==> src/include/soc_macros.svh <==
`ifndef SOC_MACROS_SVH
`define SOC_MACROS_SVH

// Bus geometry
`define SOC_ADDR_W 32
`define SOC_DATA_W 64
`define SOC_STRB_W 8
`define SOC_TAG_W 4

// Host credits match the queue depth
`define SOC_REQ_CREDITS 4

`define SOC_L2_WORDS 1024
`define SOC_APB_W 32

`endif

==> src/rtl/soc_bus_pkg.sv <==
`include "soc_macros.svh"

package soc_bus_pkg;

  //////////////////////////////
  // Host port
  //////////////////////////////
  typedef struct packed {
    logic [`SOC_TAG_W-1:0]  tag;
    logic                   we;
    logic [`SOC_ADDR_W-1:0] addr;
    logic [`SOC_DATA_W-1:0] wdata;
    logic [`SOC_STRB_W-1:0] strb;
  } bus_req_t;

  typedef struct packed {
    logic [`SOC_TAG_W-1:0]  tag;
    logic [`SOC_DATA_W-1:0] rdata;
    logic                   err;
  } bus_rsp_t;

  //////////////////////////////
  // Router to target
  //////////////////////////////
  // Address carries the offset inside the target window
  typedef struct packed {
    logic                   valid;
    logic                   we;
    logic [`SOC_ADDR_W-1:0] addr;
    logic [`SOC_DATA_W-1:0] wdata;
    logic [`SOC_STRB_W-1:0] strb;
  } tgt_req_t;

  typedef struct packed {
    logic                   done;
    logic [`SOC_DATA_W-1:0] rdata;
    logic                   err;
  } tgt_rsp_t;

  // Byte lane merge under strobe
  function automatic logic [`SOC_DATA_W-1:0] merge_bytes(
    input logic [`SOC_DATA_W-1:0] old_word,
    input logic [`SOC_DATA_W-1:0] new_word,
    input logic [`SOC_STRB_W-1:0] strb
  );
    logic [`SOC_DATA_W-1:0] res;
    res = old_word;
    for (int i = 0; i < `SOC_STRB_W; i++) begin
      if (strb[i]) begin
        res[8*i +: 8] = new_word[8*i +: 8];
      end
    end
    return res;
  endfunction

endpackage

==> src/rtl/credit_req_queue.sv <==
`timescale 1ns/1ns
`include "soc_macros.svh"

module credit_req_queue (
  input  logic                  clk_i,
  input  logic                  rst_i,
  input  logic                  push_i,
  input  soc_bus_pkg::bus_req_t push_data_i,
  input  logic                  pop_i,
  output soc_bus_pkg::bus_req_t head_o,
  output logic                  head_valid_o,
  output logic                  credit_o
);
  import soc_bus_pkg::*;

  localparam int unsigned Depth = `SOC_REQ_CREDITS;
  localparam int unsigned PtrW  = $clog2(Depth);
  localparam int unsigned CntW  = $clog2(Depth + 1);

  bus_req_t        mem_q [Depth];
  logic [PtrW-1:0] wr_ptr_q;
  logic [PtrW-1:0] rd_ptr_q;
  logic [CntW-1:0] count_q;

  function automatic logic [PtrW-1:0] next_ptr(input logic [PtrW-1:0] ptr);
    return (ptr == PtrW'(Depth - 1)) ? '0 : ptr + 1'b1;
  endfunction

  always_ff @(posedge clk_i) begin
    if (push_i) begin
      mem_q[wr_ptr_q] <= push_data_i;
    end
  end

  always_ff @(posedge clk_i) begin
    if (rst_i) begin
      wr_ptr_q <= '0;
      rd_ptr_q <= '0;
      count_q  <= '0;
    end else begin
      if (push_i) begin
        wr_ptr_q <= next_ptr(wr_ptr_q);
      end
      if (pop_i) begin
        rd_ptr_q <= next_ptr(rd_ptr_q);
      end
      case ({push_i, pop_i})
        2'b10:   count_q <= count_q + 1'b1;
        2'b01:   count_q <= count_q - 1'b1;
        default: count_q <= count_q;
      endcase
    end
  end

  assign head_o       = mem_q[rd_ptr_q];
  assign head_valid_o = (count_q != '0);
  // Each freed slot goes straight back to the host
  assign credit_o     = pop_i;

  a_push_needs_credit: assert property (@(posedge clk_i) disable iff (rst_i)
    push_i |-> (count_q != CntW'(Depth)))
    else $error("credit_req_queue: request pushed without a credit");

  a_pop_needs_entry: assert property (@(posedge clk_i) disable iff (rst_i)
    pop_i |-> (count_q != '0))
    else $error("credit_req_queue: pop from empty queue");

endmodule

==> config.mk <==
export PLATFORM = sky130hd
export DESIGN_NAME = credit_req_queue
export DESIGN_NICKNAME = d
export VERILOG_FILES = /design/src/rtl/soc_bus_pkg.sv /design/src/rtl/credit_req_queue.sv
export VERILOG_INCLUDE_DIRS = /design/src /design/src/include
export SDC_FILE = /design/constraint.sdc
export NUM_CORES = 1
export LEC_CHECK = 0
export BUFFER_PORTS_ARGS = -buffer_cell sky130_fd_sc_hd__buf_4
export CAP_MARGIN = 20
export CORE_ASPECT_RATIO = 0.9
export CORE_MARGIN = 5
export CORE_UTILIZATION = 45
export CTS_BUF_LIST = sky130_fd_sc_hd__clkbuf_2 sky130_fd_sc_hd__clkbuf_4 sky130_fd_sc_hd__clkbuf_8
export DETAILED_ROUTE_END_ITERATION = 8
export PLACE_DENSITY = 0.69
export REMOVE_ABC_BUFFERS = 1
export SYNTH_ARGS = -nofsm -noshare
export SYNTH_HDL_FRONTEND = slang
export SYNTH_SLANG_ARGS = --single-unit
==> constraint.sdc <==
create_clock -name clk_i -period 5 [get_ports clk_i]
set_input_delay 0.25 -clock clk_i [delete_from_list [all_inputs] [get_ports clk_i]]
set_output_delay 0.25 -clock clk_i [all_outputs]
set_load 0.05 [all_outputs]
**After elaboration in Yosys (flattened, before gate mapping)**

Memories as Yosys holds them, arrays and structs flattened. A register that Yosys moved wholly into a read port is not among the register bits.
Cells that the tools add are included.

- Reductions and logical operators: 2
- Add/subtract/negate cells: 4
- Multiplexer cells: 7
- Eq/ne operators: 4

Operator list:

| operator | count |
|---|---|
| $mux 2 | 4 |
| $eq 2x2->1 const B | 3 |
| $pmux 3 s2 | 1 |
| $add 2x1->2 const B | 2 |
| $add 3x1->3 const B | 1 |
| $reduce_bool 3->1 | 1 |
| $sub 3x1->3 const B | 1 |
| $eq 2x1->1 const B | 1 |
| $mux 1 | 2 |
| $reduce_bool 2->1 | 1 |

- Input bits: 113
- Memories kept: 1
- Memory bits (writable): 436
- Register bits: 7
- Output and inout bits: 111
- Logic and storage cells: 21

Memory list:

| name | words | width | read ports | clocked after Yosys merged registers in | wr ports | RTL line | text |
|---|---|---|---|---|---|---|---|
| mem_q | 4 | 109 | 1 | 1 | 1 | credit_req_queue.sv:20 | `bus_req_t mem_q [Depth];` |

**Depth between registers and ports, before layout**

Gate-level depths: netlist of run 1.

- Depth in word-level cells: 4
- Gate-level depth with buffers: 7
- Depth with buffers taken out: 7

**Worst setup path before layout of run 1**

Ideal clock, no wire load.

- Path kind: flip-flop to flip-flop
- Start: register wr_ptr_q[0]
- End: memory mem_q[3][0] in the netlist's numbering (enable)
- Buffers on the path: 0
- Cell stages (with the launch flop): 3
- Setup slack: 1461 ps
- Period minus slack after synthesis: 3539 ps
- Library setup time: 480 ps
- Data arrival time: 3059 ps
- Data required time: 4520 ps
- Cells stage by stage: dfxtp_1 -> ha_1 -> and2_1

RTL lines:

| element | RTL line | text |
|---|---|---|
| start, declared | credit_req_queue.sv:21 | `logic [PtrW-1:0] wr_ptr_q;` |
| start signal, assigned | credit_req_queue.sv:42 | `wr_ptr_q <= next_ptr(wr_ptr_q);` |
| end, declared | credit_req_queue.sv:20 |  |

Straight into the memory's write port.

==> results of run 1 <==
==> report_power, final <==
| group | total [W] | switching (W) | internal (W) | leakage, nW |
|---|---|---|---|---|
| sequential | 0.00432 | 0.0000573 | 0.00426 | 4.08 |
| combinational | 0.00117 | 0.000723 | 0.000443 | 2.34 |
| clock | 0.00303 | 0.00133 | 0.00170 | 0.751 |
| total | 0.00851 | 0.00211 | 0.00640 | 7.17 |
==> flip-flops by register name, summed over array words and instances, names as in the netlist, named ones only <==
register	count
mem_q	436
count_q	3
rd_ptr_q	2
wr_ptr_q	2
==> worst max-delay path by stage <==
stage	slack, ns	endpoint	depth (start not counted)
6_report	1.97	head_o[77]	3
5_1_grt	1.66	head_o[89]	3
4_1_cts	1.82	head_o[85]	3
3_5_place_dp	2.46	head_o[85]	3
3_3_place_gp	2.46	head_o[85]	3
2_1_floorplan	-0.64	head_o[0]	1
==> through the flow <==
stage | setup WS [ns] | util | area (um^2) | hold slack (ns) | total power [W]
floorplan | -0.639 | - | 16000 | 0.319 | 0.00512
global placement | 2.46 | 0.522 | 18400 | 0.451 | 0.00549
detailed placement | 2.46 | 0.522 | 18400 | 0.453 | 0.00550
CTS | 1.82 | 0.594 | 20900 | 0.363 | 0.00863
global route | 1.66 | 0.594 | 20900 | 0.383 | 0.00888
finish | 1.97 | 0.594 | 20900 | 0.414 | 0.00851
==> cell usage in the layout, fill, tap and decap left out, types with 3 or more instances in the layout <==
cell           count
clkinvlp_4         3
clkinv_1          13
dfxtp_1            7
dlygate4sd3_1    112
a21oi_1            4
mux4_2           109
nor2_1             7
clkinv_2           6
buf_4            232
clkbuf_4          26
edfxtp_1         436
clkbuf_8          79
inv_1              7
and2_4             4
ha_1               6
==> worst max-delay path, cell delays in order (launching register included) <==
cell	delay [ns]
dfxtp_4	0.79
buf_4	0.55
mux4_2	0.58
buf_4	0.21
==> metal layers <==
metal / routed length (um) / track usage / vias up
li1: - / - / 3455
met1: 13600 / 0.221 / 4024
met2: 15400 / 0.259 / 247
met3: 2180 / 0.0425 / 49
met4: 571 / 0.0464 / 2
met5: 7 / 0 / -
==> what timing repair did <==
item / CTS / global route
hold buffers: 112 / 0
setup buffers: 0 / 0
endpoints found under the hold margin: 445 / 0
setup endpoints to repair: 0 / 0
==> kinds of logic after synthesis <==
group | count (synthesis) | share of synthesized area
and+or+nand+nor | 15 | 0.00489
xor gates and xnor gates | 2 | 0.00109
muxes | 111 | 0.153
buffers and inverters | 32 | 0.0104
adders and majority gates | 7 | 0.00589
AOI/OAI and AO/OA | 5 | 0.00155
DFF | 445 | 0.823
==> layout make-up <==
class / instances / area share
Sequential cell: 445 / 0.635
Antenna cell: 1 / 0.000120
Clock inverter: 24 / 0.00670
Timing Repair Buffer: 346 / 0.139
Inverter: 7 / 0.00126
Tap cell: 469 / 0.0280
Clock buffer: 105 / 0.0613
Multi-Input combinational cell: 140 / 0.129
==> results.txt, run 1 <==
Worst-path clk slew -> 0.06 ns
min-delay worst type -> primary input to register
GP Congestion -> 0.681
initial antenna violation count -> 2
Die W -> 210 um
number of synthesized flops with an enable pin -> 436
drt pass-1 iters -> 5
fin cells -> 1537
CTS tree -> done
WL/cell -> 20.7 um
Worst setup EP type -> primary output
register area share after synthesis -> 0.823
Via density -> 5.06
Port Buffers -> 223
commonest cells in the netlist -> edfxtp_1 (436), mux4_2 (109), buf_2 (11), clkbuf_1 (9), dfxtp_1 (9)
r2r worst-path depth -> 3
Clock Sinks -> 445
num rows -> 65
Max IR drop VDD -> 0.274 mV
Leakage -> 7.17 nW
startpoint types -> register
outcome -> finished clean
Reg area -> 13300 um^2
multi-input logic area -> 2700 um^2
cell with the most instances after synthesis -> edfxtp_1
Area Overhead vs Synth -> 29.7%
fraction of layout cells with a size suffix above 1 -> 0.436
fin nets -> 1132
ys async rst share -> 0
Initial Utilization -> 0.458
Max-Cap Viols -> 0
fillers -> 2434
worst-path fanout max -> 35
synthesized area per cell -> 26.1 um^2
Mapped Area -> 16100 um^2
worst hold endpoint -> mem_q[2][13]
synthesized instance count -> 617
Crit path arrival time -> 2.78 ns
total CTS buffers -> 72
Final Critical Period -> 3.03 ns
vias in the first global route -> 8597
Overflow after GRT -> 0
unique cell type count in the Yosys netlist -> 19
Hold Path Stages -> 2
die footprint -> 39700 um^2
largest net degree at the start of global routing -> 57
DPL Wire Length -> 18100 um
critical path type -> register to primary output
final-report max-slew violation count -> 0
first-pass GRT wire length -> 49600 um
worst slew pin tran -> 0.941 ns
clk root buf -> clkbuf_8
Clock Latency Late Sink -> 0.57 ns
Max clock buf depth -> 3
final setup vio count -> 0
GRT Util Overall -> 0.161
hold path start -> push_data_i[13]
Core Area -> 35200 um^2
Seq cells post-synth -> 445
largest cells by area after synthesis -> edfxtp_1 (81%), mux4_2 (15%), dfxtp_1 (1.1%)
prevailing post-synth register cell -> edfxtp_1
final antenna-violating net count -> 0
CTS resizes -> 0
area leader, netlist -> edfxtp_1
P per Cell Area -> 407 nW/um^2
vias after detailed routing -> 7777
Synth top area share -> 0.812
Final Hold Viols -> 0
FF-to-FF Start -> wr_ptr_q[0]
R2R Path End -> mem_q[3][105]
Max Fclk -> 0.330 GHz
Final Routed Wirelength -> 31800 um
Ports -> 224
Die Span Y -> 190 um
Cells after DPL -> 1295
unrepaired setup endpoints after global routing -> no
fin crit share -> 0.606
Slew HR -> 0.373
Fin Clk Skew -> 0.0176 ns
CP required -> 4.75 ns
drt drc -> 0
Reg2Reg Setup Slack -> 2.69 ns
DR iter-0 viols -> 606
Synth Warn # -> 0
H-tree depth -> 3
final setup TNS -> 0 ns
Note: power is estimated with default switching activity, not from simulation.
==> run 2, diff against run 1 <==
- clock period: 5 -> 3.01 ns (I/O delays scaled with it)
==> results.txt, run 2 (synthesized netlist as in run 1, its figures left out) <==
outcome -> finished clean
Clock Latency Late Sink -> 0.58 ns (about the same)
Leakage -> 7.16 nW (about the same)
Max Fclk -> 0.431 GHz
max reg flops -> 436 (unchanged)
worst slew pin tran -> 0.654 ns (-0.287 ns)
first-pass GRT wire length -> 50200 um (+1.1%)
vias in the first global route -> 8704 (+1.2%)
largest stage delay on the critical path -> 0.57 ns (-0.22 ns)
initial antenna violation count -> 3 (+1)
Reg2Reg Setup Slack -> 1.14 ns (-1.55 ns)
largest net degree at the start of global routing -> 52 (-8.8%)
Die Span Y -> 190 um (unchanged)
startpoint types -> register
Max-Cap Viols -> 0 (unchanged)
Via density -> 5.12 (+1.1%)
WL/cell -> 20.9 um (+0.89%)
fillers -> 2490 (+2.3%)
Biggest register -> mem_q
Max clock buf depth -> 3 (unchanged)
num rows -> 65 (unchanged)
Die W -> 210 um (unchanged)
Slew HR -> 0.564 (+0.192)
clk root buf -> clkbuf_8
Slowest cell on crit path -> mux4_2
crit path cell chain -> buf_12 > mux4_2 > buf_4
most common cell after layout, fill and taps aside -> edfxtp_1
fin cells -> 1531 (-0.39%)
total CTS buffers -> 70 (-2.8%)
unrepaired setup endpoints after global routing -> no
Crit path arrival time -> 2.17 ns (-0.61 ns)
fin crit share -> 0.770
H-tree depth -> 3 (unchanged)
CP required -> 2.86 ns (-1.89 ns)
vias after detailed routing -> 7833 (+0.72%)
Overflow after GRT -> 0 (unchanged)
worst-path fanout max -> 45 (+29%)
most frequent cells in the layout -> edfxtp_1 (436), buf_4 (227), dlygate4sd3_1 (112)
CTS resizes -> 0 (unchanged)
GP Congestion -> 0.682 (+0.15%)
drt drc -> 0 (unchanged)
Final Hold Viols -> 0 (unchanged)
Worst setup EP type -> primary output
final-report max-slew violation count -> 0 (unchanged)
crit-path leading delay family -> multiplexers
Initial Utilization -> 0.458 (unchanged)
fin nets -> 1136 (+0.35%)
DPL Wire Length -> 18600 um (+2.3%)
critical path type -> register to primary output
DR iter-0 viols -> 399 (-34%)
Max IR drop VDD -> 0.413 mV (+51%)
multi-input logic area -> 2700 um^2 (unchanged)
Crit path buffers/inverters -> 2 (unchanged)
R2R Path End -> mem_q[2][82]
final setup vio count -> 0 (unchanged)
Port Buffers -> 223 (unchanged)
Clock Sinks -> 445 (unchanged)
FF-to-FF Start -> wr_ptr_q[0]
Ports -> 224 (unchanged)
GRT Util Overall -> 0.163 (+0.00195)
DP Area -> 18600 um^2 (+0.99%)
drt pass-1 iters -> 6 (+1)
fraction of layout cells with a size suffix above 1 -> 0.434 (-0.00131)
Reg area -> 13300 um^2 (unchanged)
Core Area -> 35200 um^2 (unchanged)
P per Cell Area -> 663 nW/um^2 (+63%)
worst hold endpoint -> mem_q[1][13]
Final Routed Wirelength -> 32000 um (+0.50%)
top flop regs -> mem_q x436, count_q x3
r2r worst-path depth -> 4 (+1)
Worst-path clk slew -> 0.06 ns (about the same)
hold path start -> push_data_i[13]
Fin Clk Skew -> 0.0245 ns (+0.00688 ns)
die footprint -> 39700 um^2 (unchanged)
Final Critical Period -> 2.32 ns
Hold Path Stages -> 2 (unchanged)
min-delay worst type -> primary input to register
CTS tree -> done
final antenna-violating net count -> 0 (unchanged)
Cells after DPL -> 1301 (+0.46%)
post-route cell area -> 21000 um^2 (+0.27%)
Area Overhead vs Synth -> 30.0%
-- run 2: how the worst max path moves through the flow --
stage | to | from | cells after the start | slack, ns
2_1_floorplan | head_o[0] | register | 1 | -2.53
3_3_place_gp | mem_q[2][19] | wr_ptr_q[0] | 4 | 1.14
3_5_place_dp | mem_q[2][99] | wr_ptr_q[0] | 4 | 1.13
4_1_cts | head_o[100] | register | 3 | 0.61
5_1_grt | head_o[100] | register | 3 | 0.55
6_report | head_o[94] | register | 3 | 0.69
-- run 2: layout make-up --
type,count,share of cell area
inverter,7,0.00125
sequential,445,0.633
clock inverter,17,0.00394
multi-input combinational,140,0.129
clock buffer,100,0.0579
antenna,1,0.000119
timing repair buffer,352,0.147
tap,469,0.0280
-- run 2: power breakdown --
part	total [W]	internal, W	switching (W)
registers	0.00713	0.00707	0.0000603
logic	0.00201	0.000763	0.00124
clock network	0.00476	0.00258	0.00218
total	0.0139	0.0104	0.00349
-- run 2: metrics by stage --
step           hold WS [ns]   util  TNS [ns]  total power (W)  worst slack (ns)
6_report              0.312  0.596         0           0.0139             0.692
5_1_grt               0.282  0.596         0           0.0145             0.554
4_1_cts               0.260  0.596         0           0.0141             0.613
3_5_place_dp          0.353  0.527         0          0.00917              1.13
3_3_place_gp          0.351  0.527         0          0.00915              1.14
2_1_floorplan         0.220      -   -503.30          0.00851             -2.53
-- run 2: layer usage --
layer / wire, um / global-route usage
met1: 13900 / 0.224
met2: 15500 / 0.263
met3: 1800 / 0.0383
met4: 706 / 0.0529
met5: 29 / 0
-- run 2: repair_timing --
action                    4_1_cts  5_1_grt
hold endpoints to repair      445        0
hold buffers                  112        0
buffers inserted                0        0
