<file path="src/include/soc_macros.svh">
`ifndef SOC_MACROS_SVH
`define SOC_MACROS_SVH

// Bus geometry
`define SOC_ADDR_W 32
`define SOC_DATA_W 64
`define SOC_STRB_W 8
`define SOC_TAG_W 4

// Host credits match the queue depth
`define SOC_REQ_CREDITS 4

`define SOC_L2_WORDS 1024
`define SOC_APB_W 32

`endif

</file>
<file path="src/rtl/soc_bus_pkg.sv">
`include "soc_macros.svh"

package soc_bus_pkg;

  //////////////////////////////
  // Host port
  //////////////////////////////
  typedef struct packed {
    logic [`SOC_TAG_W-1:0]  tag;
    logic                   we;
    logic [`SOC_ADDR_W-1:0] addr;
    logic [`SOC_DATA_W-1:0] wdata;
    logic [`SOC_STRB_W-1:0] strb;
  } bus_req_t;

  typedef struct packed {
    logic [`SOC_TAG_W-1:0]  tag;
    logic [`SOC_DATA_W-1:0] rdata;
    logic                   err;
  } bus_rsp_t;

  //////////////////////////////
  // Router to target
  //////////////////////////////
  // Address carries the offset inside the target window
  typedef struct packed {
    logic                   valid;
    logic                   we;
    logic [`SOC_ADDR_W-1:0] addr;
    logic [`SOC_DATA_W-1:0] wdata;
    logic [`SOC_STRB_W-1:0] strb;
  } tgt_req_t;

  typedef struct packed {
    logic                   done;
    logic [`SOC_DATA_W-1:0] rdata;
    logic                   err;
  } tgt_rsp_t;

  // Byte lane merge under strobe
  function automatic logic [`SOC_DATA_W-1:0] merge_bytes(
    input logic [`SOC_DATA_W-1:0] old_word,
    input logic [`SOC_DATA_W-1:0] new_word,
    input logic [`SOC_STRB_W-1:0] strb
  );
    logic [`SOC_DATA_W-1:0] res;
    res = old_word;
    for (int i = 0; i < `SOC_STRB_W; i++) begin
      if (strb[i]) begin
        res[8*i +: 8] = new_word[8*i +: 8];
      end
    end
    return res;
  endfunction

endpackage

</file>
<file path="src/rtl/soc_map_pkg.sv">
`include "soc_macros.svh"

package soc_map_pkg;

  typedef enum logic [1:0] {
    TGT_L2   = 2'd0,
    TGT_UART = 2'd1,
    TGT_CTRL = 2'd2,
    TGT_NONE = 2'd3
  } soc_target_e;

  //////////////////////////////
  // Memory map
  //////////////////////////////
  localparam logic [`SOC_ADDR_W-1:0] DRAM_BASE = 32'h8000_0000;
  localparam logic [`SOC_ADDR_W-1:0] UART_BASE = 32'hC000_0000;
  localparam logic [`SOC_ADDR_W-1:0] CTRL_BASE = 32'hD000_0000;

  // 8 KiB of L2, one page each for the peripherals
  localparam logic [`SOC_ADDR_W-1:0] DRAM_LEN = 32'h0000_2000;
  localparam logic [`SOC_ADDR_W-1:0] UART_LEN = 32'h0000_1000;
  localparam logic [`SOC_ADDR_W-1:0] CTRL_LEN = 32'h0000_1000;

  // Control register offsets
  localparam logic [`SOC_ADDR_W-1:0] CTRL_EXIT_OFS      = 32'h0000_0000;
  localparam logic [`SOC_ADDR_W-1:0] CTRL_CNT_EN_OFS    = 32'h0000_0008;
  localparam logic [`SOC_ADDR_W-1:0] CTRL_DRAM_BASE_OFS = 32'h0000_0010;

  function automatic logic in_window(input logic [`SOC_ADDR_W-1:0] addr,
                                     input logic [`SOC_ADDR_W-1:0] base,
                                     input logic [`SOC_ADDR_W-1:0] len);
    return (addr >= base) && ((addr - base) < len);
  endfunction

endpackage

</file>
<file path="src/rtl/ctrl_regs.sv">
`timescale 1ns/1ns
`include "soc_macros.svh"

module ctrl_regs (
  input  logic                   clk_i,
  input  logic                   rst_i,
  input  soc_bus_pkg::tgt_req_t  req_i,
  output soc_bus_pkg::tgt_rsp_t  rsp_o,
  output logic [`SOC_DATA_W-1:0] exit_o,
  output logic [`SOC_DATA_W-1:0] hw_cnt_en_o
);
  import soc_bus_pkg::*;
  import soc_map_pkg::*;

  logic [`SOC_DATA_W-1:0] exit_q;
  logic [`SOC_DATA_W-1:0] cnt_en_q;
  logic [`SOC_DATA_W-1:0] rd_word;
  logic                   bad;
  logic [`SOC_DATA_W-1:0] rdata_q;
  logic                   err_q;
  logic                   done_q;

  always_comb begin
    rd_word = '0;
    bad     = 1'b0;
    case (req_i.addr)
      CTRL_EXIT_OFS:   rd_word = exit_q;
      CTRL_CNT_EN_OFS: rd_word = cnt_en_q;
      CTRL_DRAM_BASE_OFS: begin
        rd_word = {{(`SOC_DATA_W - `SOC_ADDR_W){1'b0}}, DRAM_BASE};
        // read only
        bad     = req_i.we;
      end
      default: bad = 1'b1;
    endcase
  end

  always_ff @(posedge clk_i) begin
    if (rst_i) begin
      exit_q   <= '0;
      cnt_en_q <= '0;
      done_q   <= 1'b0;
    end else begin
      done_q <= req_i.valid;
      if (req_i.valid && req_i.we) begin
        case (req_i.addr)
          CTRL_EXIT_OFS:   exit_q   <= merge_bytes(exit_q, req_i.wdata, req_i.strb);
          CTRL_CNT_EN_OFS: cnt_en_q <= merge_bytes(cnt_en_q, req_i.wdata, req_i.strb);
          default:         ;
        endcase
      end
    end
  end

  always_ff @(posedge clk_i) begin
    if (req_i.valid) begin
      rdata_q <= rd_word;
      err_q   <= bad;
    end
  end

  assign rsp_o.done  = done_q;
  assign rsp_o.rdata = rdata_q;
  assign rsp_o.err   = err_q;
  assign exit_o      = exit_q;
  assign hw_cnt_en_o = cnt_en_q;

endmodule

</file>
<file path="config.mk">
export PLATFORM = sky130hd
export DESIGN_NAME = ctrl_regs
export DESIGN_NICKNAME = d
export VERILOG_FILES = /design/src/rtl/soc_bus_pkg.sv /design/src/rtl/soc_map_pkg.sv /design/src/rtl/ctrl_regs.sv
export VERILOG_INCLUDE_DIRS = /design/src /design/src/include
export SDC_FILE = /design/constraint.sdc
export NUM_CORES = 1
export LEC_CHECK = 0
export ABC_CLOCK_PERIOD_IN_PS = 2950
export BUFFER_PORTS_ARGS = -buffer_cell sky130_fd_sc_hd__buf_4
export CAP_MARGIN = 15
export CORE_ASPECT_RATIO = 1.5
export CORE_MARGIN = 3
export CORE_UTILIZATION = 54
export DETAILED_ROUTE_END_ITERATION = 12
export PLACE_DENSITY = 0.95
export REMOVE_ABC_BUFFERS = 1
export SLEW_MARGIN = 20
export SYNTH_ARGS = -nofsm -noshare
export SYNTH_HDL_FRONTEND = slang
export SYNTH_SLANG_ARGS = --single-unit
</file>
<file path="constraint.sdc">
create_clock -name clk_i -period 2.95 [get_ports clk_i]
set_input_delay 0.59 -clock clk_i [delete_from_list [all_inputs] [get_ports clk_i]]
set_output_delay 0.59 -clock clk_i [all_outputs]
set_load 0.01 [all_outputs]
</file>
# ---- Word level (Yosys, flattened, before mapping)
# Index checks and enable logic that the tools add are counted.
dict set report word_totals {
  regBits 194
  in_bits 108
  output_inout_bits 194
  word_cells 42
}
dict set report op_classes {
  eq_ne 2
  muxes 2
  reduce_logical 19
}
# operator n
set op_table {}
lappend op_table {{$pmux 64 s3} 1}
lappend op_table {{$reduce_and 3->1} 16}
lappend op_table {{$eq 32x4->1 const B} 1}
lappend op_table {{$eq 32x5->1 const B} 1}
lappend op_table {{$logic_not 32->1} 1}
lappend op_table {{$pmux 1 s2} 1}
lappend op_table {{$reduce_or 2->1} 1}
lappend op_table {{$logic_and 1x1->1} 1}

# ---- Longest topological paths before layout
# Gate-level depths: netlist of the first run.
dict set report logic_depth {
  ltp_word 3
  mapped_depth 7
  mapped_depth_nobuf 4
}

# ---- Worst setup path before layout of the first run
# Ideal clock, no wire load.
dict set report synth_timing {
  kind {input to register}
  start {input port req_i[85] in the netlist's numbering}
  end {register err_q, data pin}
  setup_ns 0.288
  arrival_ns 1.886
  required_time_ns 2.662
  path_slack_ns 0.776
  path_stages 6
  cell_sequence {nor4_1 -> and2_1 -> clkbuf_1 -> clkbuf_1 -> buf_1 -> o311ai_0}
}
dict set report synth_via {
  elab_chain_len 3
  elab_cells_between_ends 5
  cone_classes {2 x eq/ne; 1 x mux; 2 x reduce/logical}
}
# element line_no
set synth_rtl {}
lappend synth_rtl {{start, declared} ctrl_regs.sv:7} ;# input soc_bus_pkg::tgt_req_t req_i,
lappend synth_rtl {{$eq 32x4->1 or $logic_not 32->1 (tied branches)} ctrl_regs.sv:26} ;# case (req_i.addr)
lappend synth_rtl {{$reduce_or 2->1 (no line)} n/a}
lappend synth_rtl {{$pmux 1 s2 *} ctrl_regs.sv:26}
lappend synth_rtl {{via bad} ctrl_regs.sv:18} ;# logic bad;
lappend synth_rtl {{end signal, assigned} ctrl_regs.sv:58} ;# err_q <= bad;
lappend synth_rtl {{end, declared} ctrl_regs.sv:20} ;# logic err_q;
# Mark *: on every way through the listed nets, which the timed path passes. The rest lies on a longest branch.
# A chain may end at the register's enable or synchronous reset.

# ---- Worst setup path in the final report of the first run
dict set report layout_timing {
  start {input port req_i[77] in the netlist's numbering}
  end {register cnt_en_q[35], in the netlist hw_cnt_en_o[35]}
}
dict set report layout_via {
  elab_chain_len 2
}
# element line_no
set layout_rtl {}
lappend layout_rtl {{$eq 32x4->1} ctrl_regs.sv:46} ;# case (req_i.addr)
lappend layout_rtl {{$reduce_and 3->1 (no line)} n/a}
lappend layout_rtl {{end signal, assigned} ctrl_regs.sv:48} ;# CTRL_CNT_EN_OFS: cnt_en_q <= merge_bytes(cnt_en_q, req_i.wdata, req_i.strb);
lappend layout_rtl {{end, declared} ctrl_regs.sv:16} ;# logic [`SOC_DATA_W-1:0] cnt_en_q;
# Every way passes these cells.

==> results of run 1 <==
[Yosys cell counts]
library cell / n
sky130_fd_sc_hd__nor3_1: 1
sky130_fd_sc_hd__nand2_1: 2
sky130_fd_sc_hd__buf_2: 13
sky130_fd_sc_hd__dfxtp_1: 129
sky130_fd_sc_hd__nor4_2: 2
sky130_fd_sc_hd__nor3_2: 6
sky130_fd_sc_hd__or4_1: 2
sky130_fd_sc_hd__nand3_1: 25
sky130_fd_sc_hd__nor3_4: 10
sky130_fd_sc_hd__nor4b_1: 1
sky130_fd_sc_hd__a21oi_1: 129
sky130_fd_sc_hd__clkbuf_1: 78
sky130_fd_sc_hd__nor4_1: 6
sky130_fd_sc_hd__buf_1: 3
sky130_fd_sc_hd__o31ai_1: 128
sky130_fd_sc_hd__nor2b_1: 1
sky130_fd_sc_hd__o311ai_0: 1
sky130_fd_sc_hd__edfxtp_1: 65
sky130_fd_sc_hd__a22oi_1: 64
sky130_fd_sc_hd__nor2_1: 66
sky130_fd_sc_hd__or4b_1: 1
sky130_fd_sc_hd__and3_1: 8
sky130_fd_sc_hd__buf_4: 9
sky130_fd_sc_hd__and4_1: 1
sky130_fd_sc_hd__buf_6: 1
sky130_fd_sc_hd__and2_1: 1
sky130_fd_sc_hd__nand4_1: 129
[metal layers]
layer  wire (um)  share of wire
met5           0              0
met3        2810          0.093
met1       10200           0.34
met2       15300           0.51
met4        1770          0.059
[final cells by class]
type | instances | area share
well taps | 203 | 0.0218
clock inverters | 12 | 0.0110
repair buffers | 327 | 0.219
clock buffers | 20 | 0.0375
flip-flops and latches | 194 | 0.390
multi-input cells | 584 | 0.321
[how the worst max path moves through the flow]
| stage | start | to | slack [ns] | cells after the start |
|---|---|---|---|---|
| 5_1_grt | req_i[77] | hw_cnt_en_o[21]$_SDFFE_PP0P_ | 0.59 | 6 |
| 4_1_cts | req_i[77] | hw_cnt_en_o[33]$_SDFFE_PP0P_ | 0.71 | 6 |
| 3_5_place_dp | req_i[77] | hw_cnt_en_o[33]$_SDFFE_PP0P_ | 0.32 | 6 |
| 2_1_floorplan | req_i[81] | rdata_q[31]$_DFFE_PP_ | -2.56 | 4 |
| 3_3_place_gp | req_i[77] | hw_cnt_en_o[30]$_SDFFE_PP0P_ | 0.36 | 6 |
| 6_report | req_i[77] | hw_cnt_en_o[35]$_SDFFE_PP0P_ | 0.62 | 6 |
[state kept, by name (all words and copies together), names as in the netlist]
register,cells
err_q,1
done_q,1
exit_o,64
hw_cnt_en_o,64
rdata_q,64
[cell families after synthesis]
family,after synthesis,synth area share
AOI/OAI and AO/OA,322,0.242
and+or+nand+nor,262,0.183
DFF,194,0.524
buffers and inverters,104,0.0517
[per-stage QoR]
stage / worst slack (ns) / total power, uW
5_1_grt: 0.594 / 5560
6_report: 0.623 / 5430
2_1_floorplan: -2.56 / 2930
3_3_place_gp: 0.362 / 3210
3_5_place_dp: 0.321 / 3210
4_1_cts: 0.708 / 5420
[worst reg2reg max path, delay by kind of cell (launching register included)]
family             cells  cell delay [ns]
AOI/OAI and AO/OA      1             0.22
DFF                    1             0.35
and+or+nand+nor        1             0.08
[power by group through the flow]
| stage | combinational, uW | clock, uW | sequential, uW |
|---|---|---|---|
| global route | 363 | 2380 | 2820 |
| detailed placement | 340 | 0 | 2870 |
| floorplan | 30.8 | 0 | 2900 |
| finish | 345 | 2270 | 2810 |
| global placement | 335 | 0 | 2870 |
| CTS | 341 | 2270 | 2810 |
==> metrics.txt, run 1 <==
run status finished clean; capturing element type of the critical path flop; combined buffer and inverter count along the critical path 2; placed inst area 11100 um2; worst slew slack as a fraction of its limit 0.506; Die Width roughly 110 um; count of buffers added by post-CTS timing repair for setup 0; count of input and output buffers about 300; most frequent standard cell in the layout excluding fill and tap cells sky130_fd_sc_hd__buf_4; area of the core region ~16000 um2; clock slew at reported path FFs about 0.080 ns; part of the power in the clock network 0.418; routability cong. 0.859; final-layout setup total negative slack 0 ns; overall routing resource usage 0.336; final core utilization 0.742; Worst Setup Start Kind primary input; violation count after the first detailed-route iteration between 1000 and 1500; Final Hold Violating Endpoints 0; fraction of final layout cells with drive strength greater than 1 0.336; maximum fanout along the worst path 18; ratio of routed vias to standard cells around 6.8; number of setup violations in the final report 0; maximum ir drop on the vdd rail between 300 and 400 uV; FF+latch count, synth a little under 200; depth of the worst register-to-register path 2; number of buffers on the longest clock path 2; average cell area after synthesis about 9.8 um2; Synth area leader sky130_fd_sc_hd__dfxtp_1; crit path kind in2reg; post-synthesis to final-layout area growth 34.4%; M1 GR Usage 0.388; wire length of the first global-routing pass 46700 um; area used by multi-input combinational logic approximately 3700 um2; Most Used Layer, Global Route met2; Gates resized, CTS repair 0; layout filler cell count roughly 1100; routed vias between 9000 and 10000; leakage just over 0.004 uW; die footprint ~18000 um2; unique cell type count in the Yosys netlist 27; chain of cells forming the critical path buf_4 > or4_2 > buf_4 > nor3_2 > nand4_1 > a21oi_1; Flop pwr share 0.519; grt met2 use 0.566; number of non-filler instances in the completed layout roughly 1300; Die Y ~160 um; internal portion of total power between 4000 and 5000 uW; number of standard-cell rows in the floorplan 56; Net count, final between 1000 and 1500; switching power as a share of total power 0.235; CTS tree yes; final clock period utilization by the worst path 0.789; worst-path cell with the longest stage delay sky130_fd_sc_hd__or4_2; placed wire-length estimate roughly 20000 um; clock latency reported for the late side of the worst-skew pair about 0.43 ns; worst stage delay on the critical path approximately 0.67 ns; met3 track demand over resource in global routing 0.0712; delay-heaviest family, CP simple AND/OR/NAND/NOR gates; summed area of non-filler cells in the final layout approximately 12000 um2; Antenna Violating Nets Remaining 0; combined flip-flop and latch cell area 4530 um2; combinational group share of total power 0.064; netlist area before placement between 8000 and 9000 um2; share of synthesized area occupied by flip-flops and latches 0.524; Ports between 300 and 400; pin count of the biggest net entering global routing around 130; Hold WC Path Type in2reg; critical path required time roughly 3.3 ns; number of levels in the clock H-tree 4; max_cap viols 0; WL final between 30000 and 40000 um; unrepaired setup endpoints after global routing no; clock net sink count slightly below 200; number of buffers added by the clock tree synthesis step 17; detailed-route DRC error count 0; P_sw roughly 1300 uW; number of slew-limit violations in the final report 0; clk_skew roughly 0.0098 ns; Critical R2R Capture rdata_q[7]$_DFFE_PP_; post-synth top area share 0.298; number of standard cells after synthesis a little under 900; DR pass1 iterations 6; arrival time of the worst setup path ~2.7 ns; antenna violations before repair 0; via count of the first global-routing pass approximately 8800; hold path start req_i[9]; remaining global-route overflow 0; slew at the pin closest to its max-slew limit approximately 0.74 ns; antenna cell count 0; synthesis warning total 0; power density relative to cell area 466 nW/um2; slack of the worst reg-to-reg path between 2 and 2.5 ns; Starting Density 0.552; hold_ws around 0.43 ns; hold worst-path end hw_cnt_en_o[1]$_SDFFE_PP0P_; commonest non-fill, non-tap cells in the layout 319 x sky130_fd_sc_hd__buf_4, 129 x sky130_fd_sc_hd__a21oi_1, 129 x sky130_fd_sc_hd__nand4_1, 129 x sky130_fd_sc_hd__dfxtp_1, 128 x sky130_fd_sc_hd__o31ai_1; worst hold path cell count 3; FMAX ~0.43 GHz; cell at the root of the clock tree sky130_fd_sc_hd__clkbuf_16; post-layout minimum cycle time roughly 2.3 ns; cells taking the most area after synthesis sky130_fd_sc_hd__dfxtp_1 30%, sky130_fd_sc_hd__edfxtp_1 23%, sky130_fd_sc_hd__o31ai_1 11%; placed insts ~1300; reg-to-reg critical path startpoint exit_o[7]$_SDFFE_PP0P_; cell type with the highest occurrence count on the critical path sky130_fd_sc_hd__buf_4; count of hold-fix buffers inserted at cts 0; wire length per cell 22.5 um
Power figures use the tool's default switching activity.
==> inputs of run 2 (changes only) <==
Settings changed: ABC_CLOCK_PERIOD_IN_PS 2950 to 2300, CORE_UTILIZATION 54 to 50, PLACE_DENSITY 0.95 to 0.92.
Clock period 2.95 ns to 2.3 ns, I/O delays scaled along.
==> metrics.txt, run 2 (synthesis results as in run 1) <==
summed area of non-filler cells in the final layout approximately 12000 um2; number of buffers added by the clock tree synthesis step 17; final core utilization 0.709; number of levels in the clock H-tree 4; WL final a little over 30000 um; ratio of routed vias to standard cells ~6.7; number of setup violations in the final report 0; Net count, final roughly 1300; antenna violations before repair 0; commonest non-fill, non-tap cells in the layout 332 x sky130_fd_sc_hd__buf_4, 129 x sky130_fd_sc_hd__a21oi_1, 129 x sky130_fd_sc_hd__nand4_1, 129 x sky130_fd_sc_hd__dfxtp_1, 128 x sky130_fd_sc_hd__o31ai_1; count of hold-fix buffers inserted at cts 0; clock latency reported for the late side of the worst-skew pair 0.43 ns; power density relative to cell area around 580 nW/um2; CTS tree yes; Ports a little over 300; slew at the pin closest to its max-slew limit slightly above 0.6 ns; hold path start req_i[22]; most frequent standard cell in the layout excluding fill and tap cells sky130_fd_sc_hd__buf_4; worst slew slack as a fraction of its limit 0.588; antenna cell count 0; final clock period utilization by the worst path 0.873; overall routing resource usage 0.310; placed insts 1341; Antenna Violating Nets Remaining 0; clock slew at reported path FFs ~0.080 ns; Gates resized, CTS repair 0; area of the core region between 15000 and 20000 um2; number of standard-cell rows in the floorplan 58; detailed-route DRC error count 0; max_cap viols 0; layout filler cell count ~1200; clock net sink count between 150 and 200; hold_ws between 0.2 and 0.3 ns; leakage ~0.0043 uW; combined flip-flop and latch cell area between 4000 and 5000 um2; smallest setup slack after layout roughly 0.29 ns; hold worst-path end hw_cnt_en_o[14]$_SDFFE_PP0P_; fraction of final layout cells with drive strength greater than 1 0.351; remaining global-route overflow 0; cell at the root of the clock tree sky130_fd_sc_hd__clkbuf_16; capturing element type of the critical path flop; critical path required time 2.66 ns; arrival time of the worst setup path around 2.4 ns; worst hold path cell count 3; number of non-filler instances in the completed layout roughly 1400; routed vias between 9000 and 10000; die footprint 19000 um2; Starting Density 0.512; depth of the worst register-to-register path 2; FMAX 0.498 GHz; DR pass1 iterations 6; maximum fanout along the worst path 8; via count of the first global-routing pass ~9000; violation count after the first detailed-route iteration ~1100; reg-to-reg critical path startpoint exit_o[31]$_SDFFE_PP0P_; unrepaired setup endpoints after global routing no; worst setup timing slack at the placement stage -0.0966 ns; number of buffers on the longest clock path 2; crit path kind in2reg; Worst Setup Start Kind primary input; placed wire-length estimate 20100 um; post-layout minimum cycle time 2.01 ns; Hold WC Path Type in2reg; post-synthesis to final-layout area growth 38.5%; number of slew-limit violations in the final report 0; count of input and output buffers approximately 300; placed inst area 11400 um2; area used by multi-input combinational logic approximately 3700 um2; slack of the worst reg-to-reg path between 1 and 1.5 ns; maximum ir drop on the vdd rail between 400 and 500 uV; count of buffers added by post-CTS timing repair for setup 0; Final Hold Violating Endpoints 0; routability cong. ~0.85; wire length per cell between 20 and 25 um; wire length of the first global-routing pass ~48000 um; Critical R2R Capture rdata_q[31]$_DFFE_PP_; Die Y around 170 um; Die Width ~110 um; clk_skew between 0.02 and 0.03 ns; pin count of the biggest net entering global routing 130; run status finished clean
## run 2: stage by stage
step                      power [uW]  TNS (ns)
after floorplan                 3760   -464.33
after global placement          4130    -0.328
after detailed placement        4140     -2.59
after CTS                       6920         0
after global routing            7100         0
final                           6900         0
## run 2: worst max path at each step
stage,endpoint,start
4_1_cts,exit_o[12]$_SDFFE_PP0P_,req_i[77]
3_5_place_dp,hw_cnt_en_o[28]$_SDFFE_PP0P_,req_i[77]
2_1_floorplan,rdata_q[31]$_DFFE_PP_,req_i[81]
3_3_place_gp,exit_o[49]$_SDFFE_PP0P_,req_i[77]
5_1_grt,hw_cnt_en_o[5]$_SDFFE_PP0P_,req_i[77]
6_report,hw_cnt_en_o[28]$_SDFFE_PP0P_,req_i[77]
## run 2: metal layers
metal	GRT usage	vias up	share of wire
met5	0	-	0
met4	0.167	0	0.057
met3	0.0578	119	0.092
met2	0.513	666	0.50
met1	0.378	4329	0.35
li1	-	4051	-
## run 2: where the power goes
group          leakage (uW)  total, uW  switching, uW  internal, uW
clock              0.000268       2840           1410          1430
combinational       0.00238        455            233           222
sequential          0.00166       3610           18.7          3590
## run 2: area by class of cell
cell class / instances / share of cell area
clock buffers: 19 / 0.0361
repair buffers: 353 / 0.243
well taps: 210 / 0.0219
clock inverters: 13 / 0.00981
multi-input cells: 584 / 0.311
flip-flops and latches: 194 / 0.378
## run 2: critical path, stage by stage
cell and delay, ns:
sky130_fd_sc_hd__buf_4 0.11, sky130_fd_sc_hd__or4_2 0.81, sky130_fd_sc_hd__buf_4 0.27, sky130_fd_sc_hd__nor3_2 0.19, sky130_fd_sc_hd__buf_4 0.18, sky130_fd_sc_hd__nand4_1 0.15, sky130_fd_sc_hd__a21oi_1 0.19
